**config.mk**
```make
export PLATFORM = sky130hd
export DESIGN_NAME = camera_top
export DESIGN_NICKNAME = d
export VERILOG_FILES = /design/src/cam_pkg.sv /design/src/camera_top.sv /design/src/cam_regs.sv /design/src/display_reader.sv /design/src/frame_buffer.sv /design/src/camera_capture.sv
export VERILOG_INCLUDE_DIRS = /design/src /design/src/src
export SDC_FILE = /design/constraint.sdc
export NUM_CORES = 2
export LEC_CHECK = 0
export ABC_AREA = 0
export BUFFER_PORTS_ARGS = -buffer_cell sky130_fd_sc_hd__buf_2
export CAP_MARGIN = 15
export CORE_MARGIN = 4
export CORE_UTILIZATION = 50
export CTS_CLUSTER_DIAMETER = 80
export DETAILED_ROUTE_END_ITERATION = 10
export PLACE_DENSITY = 0.66
export SLEW_MARGIN = 30
export SYNTH_ARGS = -nofsm -noshare
export SYNTH_HDL_FRONTEND = slang
export SYNTH_SLANG_ARGS = --single-unit
```
**constraint.sdc**
```tcl
create_clock -name i_clk -period 3.92 [get_ports i_clk]
set_input_delay 0 -clock i_clk [delete_from_list [all_inputs] [get_ports i_clk]]
set_output_delay 0 -clock i_clk [all_outputs]
set_load 0.01 [all_outputs]
```
**src/cam_config.svh**
```systemverilog
`ifndef CAM_CONFIG_SVH
`define CAM_CONFIG_SVH

// Frame buffer geometry, one RGB565 word per pixel
`define CAM_FB_WIDTH    16
`define CAM_FB_HEIGHT   8
`define CAM_FB_PIXELS   (`CAM_FB_WIDTH * `CAM_FB_HEIGHT)
`define CAM_FB_ADDRW    7

// Signed raster coordinates from the display timing
`define CAM_POS_W       16

// Window origin after reset
`define CAM_X_START_RST 4
`define CAM_Y_START_RST 2

// Wishbone word addresses
`define CAM_REG_CTRL    2'd0
`define CAM_REG_XSTART  2'd1
`define CAM_REG_YSTART  2'd2
`define CAM_REG_FRAMES  2'd3

`endif
```
**src/cam_pkg.sv**
```systemverilog
`default_nettype none
`include "cam_config.svh"

package cam_pkg;

    typedef struct packed {
        logic       vsync;
        logic       href;
        logic       pclk;                       // Byte strobe in i_clk domain
        logic [7:0] data;
    } t_cam_in;

    typedef struct packed {
        logic                         frame;    // Start of display frame
        logic                         line;     // Start of display line
        logic signed [`CAM_POS_W-1:0] x;
        logic signed [`CAM_POS_W-1:0] y;
    } t_raster;

    typedef struct packed {
        logic                     we;
        logic [`CAM_FB_ADDRW-1:0] addr;
        logic [15:0]              data;         // RGB565
    } t_fb_wr;

    typedef struct packed {
        logic [7:0] r;
        logic [7:0] g;
        logic [7:0] b;
    } t_rgb;

    typedef struct packed {
        logic        cyc;
        logic        stb;
        logic        we;
        logic [1:0]  adr;                       // Word address
        logic [31:0] dat;
    } t_wb_req;

    typedef struct packed {
        logic        ack;
        logic [31:0] dat;
    } t_wb_rsp;

    typedef enum logic [1:0] {
        CAP_IDLE,                               // Frame skipped or not started
        CAP_WAIT_LINE,
        CAP_HIGH,
        CAP_LOW
    } t_cap_state;

endpackage

`default_nettype wire

```
**src/camera_top.sv**
```systemverilog
`timescale 1ns/1ps
`default_nettype none
`include "cam_config.svh"

module camera_top (
    input  logic             i_clk,
    input  logic             i_rst,
    input  cam_pkg::t_cam_in i_cam,
    input  cam_pkg::t_raster i_raster,
    input  cam_pkg::t_wb_req i_wb,
    output cam_pkg::t_wb_rsp o_wb,
    output cam_pkg::t_rgb    o_rgb
);
    import cam_pkg::*;

    t_fb_wr                       fb_wr;        // Capture to frame buffer
    logic                         rd_en;
    logic [`CAM_FB_ADDRW-1:0]     rd_addr;
    logic [15:0]                  rd_data;
    logic                         capture_en;
    logic                         frame_done;
    logic signed [`CAM_POS_W-1:0] x_start;
    logic signed [`CAM_POS_W-1:0] y_start;

    camera_capture u_capture (
        .i_clk        (i_clk),
        .i_rst        (i_rst),
        .i_cam        (i_cam),
        .i_enable     (capture_en),
        .o_fb_wr      (fb_wr),
        .o_frame_done (frame_done)
    );

    frame_buffer u_frame_buffer (
        .i_clk     (i_clk),
        .i_wr      (fb_wr),
        .i_rd_en   (rd_en),
        .i_rd_addr (rd_addr),
        .o_rd_data (rd_data)
    );

    display_reader u_reader (
        .i_clk     (i_clk),
        .i_rst     (i_rst),
        .i_raster  (i_raster),
        .i_x_start (x_start),
        .i_y_start (y_start),
        .i_rd_data (rd_data),
        .o_rd_en   (rd_en),
        .o_rd_addr (rd_addr),
        .o_rgb     (o_rgb)
    );

    cam_regs u_regs (
        .i_clk        (i_clk),
        .i_rst        (i_rst),
        .i_wb         (i_wb),
        .o_wb         (o_wb),
        .i_frame_done (frame_done),
        .o_capture_en (capture_en),
        .o_x_start    (x_start),
        .o_y_start    (y_start)
    );

endmodule

`default_nettype wire

```
**src/cam_regs.sv**
```systemverilog
`timescale 1ns/1ps
`default_nettype none
`include "cam_config.svh"

module cam_regs (
    input  logic                         i_clk,
    input  logic                         i_rst,
    input  cam_pkg::t_wb_req             i_wb,
    output cam_pkg::t_wb_rsp             o_wb,
    input  logic                         i_frame_done,
    output logic                         o_capture_en,
    output logic signed [`CAM_POS_W-1:0] o_x_start,
    output logic signed [`CAM_POS_W-1:0] o_y_start
);

    localparam logic signed [`CAM_POS_W-1:0] X_RST = `CAM_X_START_RST;
    localparam logic signed [`CAM_POS_W-1:0] Y_RST = `CAM_Y_START_RST;
    localparam int EXT_W = 32 - `CAM_POS_W;

    logic        ack_q;
    logic [31:0] rdata_q;
    logic [31:0] frames_q;
    logic        access;                        // New cycle, not yet acked

    assign access = i_wb.cyc & i_wb.stb & ~ack_q;

    always_ff @(posedge i_clk) begin
        if (i_rst) begin
            ack_q        <= 1'b0;
            o_capture_en <= 1'b0;
            o_x_start    <= X_RST;
            o_y_start    <= Y_RST;
            frames_q     <= '0;
        end else begin
            ack_q <= access;                    // Single cycle ack
            if (access && i_wb.we) begin
                case (i_wb.adr)
                    `CAM_REG_CTRL:   o_capture_en <= i_wb.dat[0];
                    `CAM_REG_XSTART: o_x_start    <= i_wb.dat[`CAM_POS_W-1:0];
                    `CAM_REG_YSTART: o_y_start    <= i_wb.dat[`CAM_POS_W-1:0];
                    default:         o_capture_en <= o_capture_en;  // FRAMES read only
                endcase
            end
            if (i_frame_done) begin
                frames_q <= frames_q + 1'b1;
            end
        end
    end

    always_ff @(posedge i_clk) begin
        if (access) begin
            case (i_wb.adr)
                `CAM_REG_CTRL:   rdata_q <= {31'd0, o_capture_en};
                `CAM_REG_XSTART: rdata_q <= {{EXT_W{o_x_start[`CAM_POS_W-1]}}, o_x_start};
                `CAM_REG_YSTART: rdata_q <= {{EXT_W{o_y_start[`CAM_POS_W-1]}}, o_y_start};
                `CAM_REG_FRAMES: rdata_q <= frames_q;
                default:         rdata_q <= '0;
            endcase
        end
    end

    assign o_wb = '{ack: ack_q, dat: rdata_q};

endmodule

`default_nettype wire

```
**src/display_reader.sv**
```systemverilog
`timescale 1ns/1ps
`default_nettype none
`include "cam_config.svh"

module display_reader (
    input  logic                         i_clk,
    input  logic                         i_rst,
    input  cam_pkg::t_raster             i_raster,
    input  logic signed [`CAM_POS_W-1:0] i_x_start,
    input  logic signed [`CAM_POS_W-1:0] i_y_start,
    input  logic [15:0]                  i_rd_data,
    output logic                         o_rd_en,
    output logic [`CAM_FB_ADDRW-1:0]     o_rd_addr,
    output cam_pkg::t_rgb                o_rgb
);

    localparam logic signed [`CAM_POS_W-1:0] FB_W = `CAM_FB_WIDTH;
    localparam logic signed [`CAM_POS_W-1:0] FB_H = `CAM_FB_HEIGHT;

    logic                     x_in;
    logic                     y_in;
    logic                     inside_q;         // Position inside window, t+1
    logic                     draw_q;           // Aligned with RAM data, t+2
    logic [`CAM_FB_ADDRW-1:0] rd_addr_q;

    assign x_in = (i_raster.x >= i_x_start) && (i_raster.x < i_x_start + FB_W);
    assign y_in = (i_raster.y >= i_y_start) && (i_raster.y < i_y_start + FB_H);

    always_ff @(posedge i_clk) begin
        if (i_rst) begin
            inside_q  <= 1'b0;
            draw_q    <= 1'b0;
            rd_addr_q <= '0;
        end else begin
            inside_q <= x_in & y_in;
            draw_q   <= inside_q;
            if (i_raster.frame) begin
                rd_addr_q <= '0;                // Restart at first pixel
            end else if (inside_q) begin
                rd_addr_q <= rd_addr_q + 1'b1;  // Next pixel after this read
            end
        end
    end

    assign o_rd_en   = inside_q;
    assign o_rd_addr = rd_addr_q;

    // RGB565 to RGB888, low bits zero, black outside the window
    always_comb begin
        o_rgb = '0;
        if (draw_q) begin
            o_rgb.r = {i_rd_data[15:11], 3'b000};
            o_rgb.g = {i_rd_data[10:5], 2'b00};
            o_rgb.b = {i_rd_data[4:0], 3'b000};
        end
    end

endmodule

`default_nettype wire

```
**src/frame_buffer.sv**
```systemverilog
`timescale 1ns/1ps
`default_nettype none
`include "cam_config.svh"

module frame_buffer (
    input  logic                     i_clk,
    input  cam_pkg::t_fb_wr          i_wr,
    input  logic                     i_rd_en,
    input  logic [`CAM_FB_ADDRW-1:0] i_rd_addr,
    output logic [15:0]              o_rd_data
);

    logic [15:0] mem [`CAM_FB_PIXELS];          // RGB565 pixels, row major

    always_ff @(posedge i_clk) begin
        if (i_wr.we) begin
            mem[i_wr.addr] <= i_wr.data;
        end
    end

    // Output register holds the last read while idle
    always_ff @(posedge i_clk) begin
        if (i_rd_en) begin
            o_rd_data <= mem[i_rd_addr];
        end
    end

endmodule

`default_nettype wire

```
**src/camera_capture.sv**
```systemverilog
`timescale 1ns/1ps
`default_nettype none
`include "cam_config.svh"

module camera_capture (
    input  logic             i_clk,
    input  logic             i_rst,
    input  cam_pkg::t_cam_in i_cam,
    input  logic             i_enable,
    output cam_pkg::t_fb_wr  o_fb_wr,
    output logic             o_frame_done
);
    import cam_pkg::*;

    localparam logic [`CAM_POS_W-1:0] FB_W = `CAM_FB_WIDTH;
    localparam logic [`CAM_POS_W-1:0] FB_H = `CAM_FB_HEIGHT;

    t_cap_state               state_q;
    logic                     vsync_q;
    logic                     href_q;
    logic [`CAM_POS_W-1:0]    row_q;
    logic [`CAM_POS_W-1:0]    col_q;
    logic                     wrote_q;          // Frame had at least one write
    logic [7:0]               hi_byte_q;
    logic                     wr_en_q;
    logic [`CAM_FB_ADDRW-1:0] wr_addr_q;
    logic [15:0]              wr_data_q;
    logic                     vsync_rise;
    logic                     href_fall;
    logic                     byte_ok;
    logic                     in_fb;
    logic [`CAM_POS_W-1:0]    lin_addr;

    assign vsync_rise = i_cam.vsync & ~vsync_q;
    assign href_fall  = href_q & ~i_cam.href;
    assign byte_ok    = i_cam.pclk & i_cam.href;
    assign in_fb      = (row_q < FB_H) && (col_q < FB_W);  // Clip to buffer size
    assign lin_addr   = row_q * FB_W + col_q;

    always_ff @(posedge i_clk) begin
        if (i_rst) begin
            state_q      <= CAP_IDLE;
            vsync_q      <= 1'b0;
            href_q       <= 1'b0;
            row_q        <= '0;
            col_q        <= '0;
            wrote_q      <= 1'b0;
            wr_en_q      <= 1'b0;
            o_frame_done <= 1'b0;
        end else begin
            vsync_q      <= i_cam.vsync;
            href_q       <= i_cam.href;
            wr_en_q      <= 1'b0;
            o_frame_done <= 1'b0;
            if (vsync_rise) begin
                row_q        <= '0;
                col_q        <= '0;
                o_frame_done <= wrote_q;        // Previous frame finished
                wrote_q      <= 1'b0;
                state_q      <= i_enable ? CAP_WAIT_LINE : CAP_IDLE;
            end else if (href_fall) begin
                col_q <= '0;
                if (row_q < FB_H) begin
                    row_q <= row_q + 1'b1;      // Saturates past last row
                end
                if (state_q != CAP_IDLE) begin
                    state_q <= CAP_WAIT_LINE;
                end
            end else if (byte_ok) begin
                case (state_q)
                    CAP_IDLE:      state_q <= CAP_IDLE;
                    CAP_WAIT_LINE: state_q <= CAP_LOW;
                    CAP_HIGH:      state_q <= CAP_LOW;
                    CAP_LOW: begin
                        state_q <= CAP_HIGH;
                        wr_en_q <= in_fb;
                        wrote_q <= wrote_q | in_fb;
                        if (col_q < FB_W) begin
                            col_q <= col_q + 1'b1;
                        end
                    end
                    default:       state_q <= CAP_IDLE;
                endcase
            end
        end
    end

    // Pixel payload, qualified by wr_en_q
    always_ff @(posedge i_clk) begin
        if (byte_ok) begin
            if (state_q == CAP_LOW) begin
                wr_addr_q <= lin_addr[`CAM_FB_ADDRW-1:0];
                wr_data_q <= {hi_byte_q, i_cam.data};
            end else begin
                hi_byte_q <= i_cam.data;        // First byte of the pair
            end
        end
    end

    assign o_fb_wr = '{we: wr_en_q, addr: wr_addr_q, data: wr_data_q};

endmodule

`default_nettype wire

```
==> impl_metrics.csv <==
group,metric,value,unit
synth,post_synth_inst_count,4509,
place,gp_routability_congestion,0.845,
synth,ys_seq_area_share,75.3,%
global_route,grtUsageTotal,24.1,%
setup_path,worst_ep_required_time,4.72,ns
setup_path,worstSetupPathType,"in -> reg",
synth,postSynthRegisterBits,2241,
final_layout,final_common_cell,"sky130_fd_sc_hd__edfxtp_1",
synth,synth_enable_flop_cells,2127,
floorplanning,top_level_ports,141,
clock_network,cts_tree,"built",
clock_network,clock_tree.htree_level_count,4,
detailed_routing,dr.pass1.iters,8,
clock_network,cts.root.buffer_cell,"sky130_fd_sc_hd__clkbuf_16",
synth,syn_area_per_cell,19.5,um^2
global_route,grt_overflow,0,
clock_network,clock_latency,0.86,ns
floorplanning,core_area,174000,um^2
detailed_routing,drc,0,
floorplanning,dieHeight,427,um
global_route,grt_pass1_vias,45600,
clock_network,clock_tree.buffer_depth,3,
synth,syn-cell-area,87800,um^2
global_route,grt_first_pass_wirelength,318000,um
final_layout,final_nets,5148,
sta,rsz0062_at_grt,"false",
clock_network,tritoncts_num_sinks,2241,
floorplanning,floorplan.initialDensity,50.4,%
synth,synth-async-reset-ratio,0,%
floorplanning,placementRows,153,
synth,synth-warning-count,0,
power_and_ir_drop,p_leak,31.5,nW
clock_network,path_clk_slew,0.07,ns
place,dp_hpwl,131000,um
flow_run,drv_cap,0,
sta,post_route_minimum_period,3.68,ns
final_layout,layout.core_utilization,57.8,%
final_layout,finish.cell_count_without_fillers,7514,
detailed_routing,via_count,45900,
detailed_routing,initialDrtViolationCount,5686,
floorplanning,dieWidth,427,um
synth,most_used_flip_flop_cell_after_synthesis,"sky130_fd_sc_hd__edfxtp_1",
clock_network,tritoncts.num_buffers,217,
worst_hold_path,min_path_cells,8,
sta,setup_total_negative_slack,0,ns
sta,worst-slew-pin-transition,0.994,ns
final_layout,layout_common_cells,"sky130_fd_sc_hd__edfxtp_1 (2,127), sky130_fd_sc_hd__mux4_2 (418), sky130_fd_sc_hd__mux2i_1 (287)",
detailed_routing,post_dr_wirelength_cell,29.1,um
setup_path,worst_setup_path_end_kind,"flip-flop",
global_route,grt_start_max_net_pins,129,
worst_hold_path,worstHoldPathType,"in -> reg",
detailed_routing,routed_via_density,6.11,
run_status,run_status,"finished, final reports clean",
final_layout,area_growth,14.6,%
synth,synthDistinctLibCells,62,
sta,final-setup-viol-count,0,
detailed_routing,detail_route.wirelength,219000,um
floorplanning,die-area,182000,um^2
power_and_ir_drop,ir_worst_vdd,457,uV
detailed_routing,detail-route-antenna-nets,0,
sta,max_freq,272,MHz
sta,timing.final.max_slew_violations,0,
sta,clock_skew,0.0398,ns
setup_path,timing.reg2reg.worst_path_depth,13,
place,io_buffers,115,
sta,finalCritPeriodShare,93.9,%
global_route,grt_antenna_before_repair,7,
power_and_ir_drop,p_total,47.0,mW
power_and_ir_drop,power_density,467,nW/um^2
setup_path,worstSetupStartpointType,"input port",
sta,finalHoldWorstSlack,0.0802,ns
setup_path,path_max_fanout,19,
sta,number_of_endpoints_with_negative_hold_slack_in_the_final_report,0,
clock_network,post_cts.repair.setup_buffers,0,
place,numPlacedInstances,7015,
final_layout,drive_gt1_share,23.0,%
sta,max-slew-margin-rel,33.0,%
setup_path,worst_ep_arrival_time,4.48,ns
kinds of logic after synthesis:
logic type	Yosys count	share of synthesized area [%]
AO/OA/AOI/OAI	506	3.97
XOR/XNOR	59	0.588
adder cells (fa/ha/maj)	68	0.977
buffers and inverters	295	1.80
flip-flops	2241	75.3
multiplexers	712	14.1
other	1	0.00427
AND/OR/NAND/NOR	627	3.26
flip-flops by register name, summed over array words and instances, names as in the netlist, 8 cells and up:
register,count
u_frame_buffer.o_rd_data,16
u_capture.wr_data_q,16
u_capture.col_q,16
u_regs.o_x_start,16
u_regs.frames_q,32
u_regs.o_y_start,16
u_capture.hi_byte_q,8
u_frame_buffer.mem,2048
u_regs.rdata_q,32
u_capture.row_q,16
worst max-delay path, stage by stage:
cell and delay, ns:
sky130_fd_sc_hd__dlygate4sd3_1 0.52, sky130_fd_sc_hd__buf_2 0.09, sky130_fd_sc_hd__dlygate4sd3_1 0.54, sky130_fd_sc_hd__nand2_1 0.06, sky130_fd_sc_hd__dlygate4sd3_1 0.60, sky130_fd_sc_hd__nor2_4 0.48, sky130_fd_sc_hd__and3_1 0.72, sky130_fd_sc_hd__nand2_1 0.11
sky130_fd_sc_hd__dlygate4sd3_1 0.60, sky130_fd_sc_hd__a21oi_1 0.17, sky130_fd_sc_hd__dlygate4sd3_1 0.58
area by class of cell:
class	instances	area, um^2
tap	2325	2910
fill	12800	73500
sequential	2241	66200
inverter	49	186
timing repair buffer	507	4090
clock buffer	261	5710
multi-input combinational	1980	20200
clock inverter	144	1380
antenna	7	17.5
per-layer routing:
layer	wire, um	global-route usage [%]	vias up
li1	-	-	19400
met1	89700	34.5	24000
met2	104000	37.8	2117
met3	18000	4.68	390
met4	6820	7.50	2
met5	13	0	-
report_power, final:
group          internal [mW]  switching, mW
clock network           11.8           8.86
registers               25.8         0.0164
logic                  0.212          0.239
total                   37.9           9.12
through the flow:
step	area [um^2]	worst slack [ns]
detailed placement	92700	0.506
floorplan	87900	1.04
global route	101000	0.0415
finish	101000	0.241
CTS	101000	0.0587
global placement	92700	0.471
cell usage after synthesis, types with 52 or more instances:
| cell | instances | area, um^2 |
|---|---|---|
| sky130_fd_sc_hd__a21oi_1 | 100 | 500 |
| sky130_fd_sc_hd__a22oi_1 | 91 | 683 |
| sky130_fd_sc_hd__buf_2 | 69 | 345 |
| sky130_fd_sc_hd__clkbuf_1 | 100 | 375 |
| sky130_fd_sc_hd__dfxtp_1 | 114 | 2280 |
| sky130_fd_sc_hd__edfxtp_1 | 2127 | 63900 |
| sky130_fd_sc_hd__ha_1 | 67 | 838 |
| sky130_fd_sc_hd__mux2i_1 | 287 | 2870 |
| sky130_fd_sc_hd__mux4_2 | 418 | 9410 |
| sky130_fd_sc_hd__nand2_1 | 174 | 653 |
| sky130_fd_sc_hd__nand3_1 | 59 | 295 |
| sky130_fd_sc_hd__nor2_1 | 212 | 796 |
| sky130_fd_sc_hd__o21ai_0 | 52 | 260 |
path summary, 6_finish.rpt:
| path | start | endpoint | slack, ns |
|---|---|---|---|
| setup / recovery | i_wb[35] | u_regs.o_y_start[2] | 0.24 |
| hold / removal | i_raster[14] | u_reader.o_rd_en | 0.08 |
| setup reg to reg | u_regs.o_y_start[5] | u_reader.o_rd_en | 0.28 |
| hold reg to reg | u_capture.hi_byte_q[3] | u_capture.wr_data_q[11] | 0.42 |
what timing repair did:
item,4_1_cts,5_1_grt
setup endpoints to repair,0,1
hold buffers,87,0
gates resized for setup,0,2
hold endpoints to repair,207,0
Power figures use the tool's default switching activity.
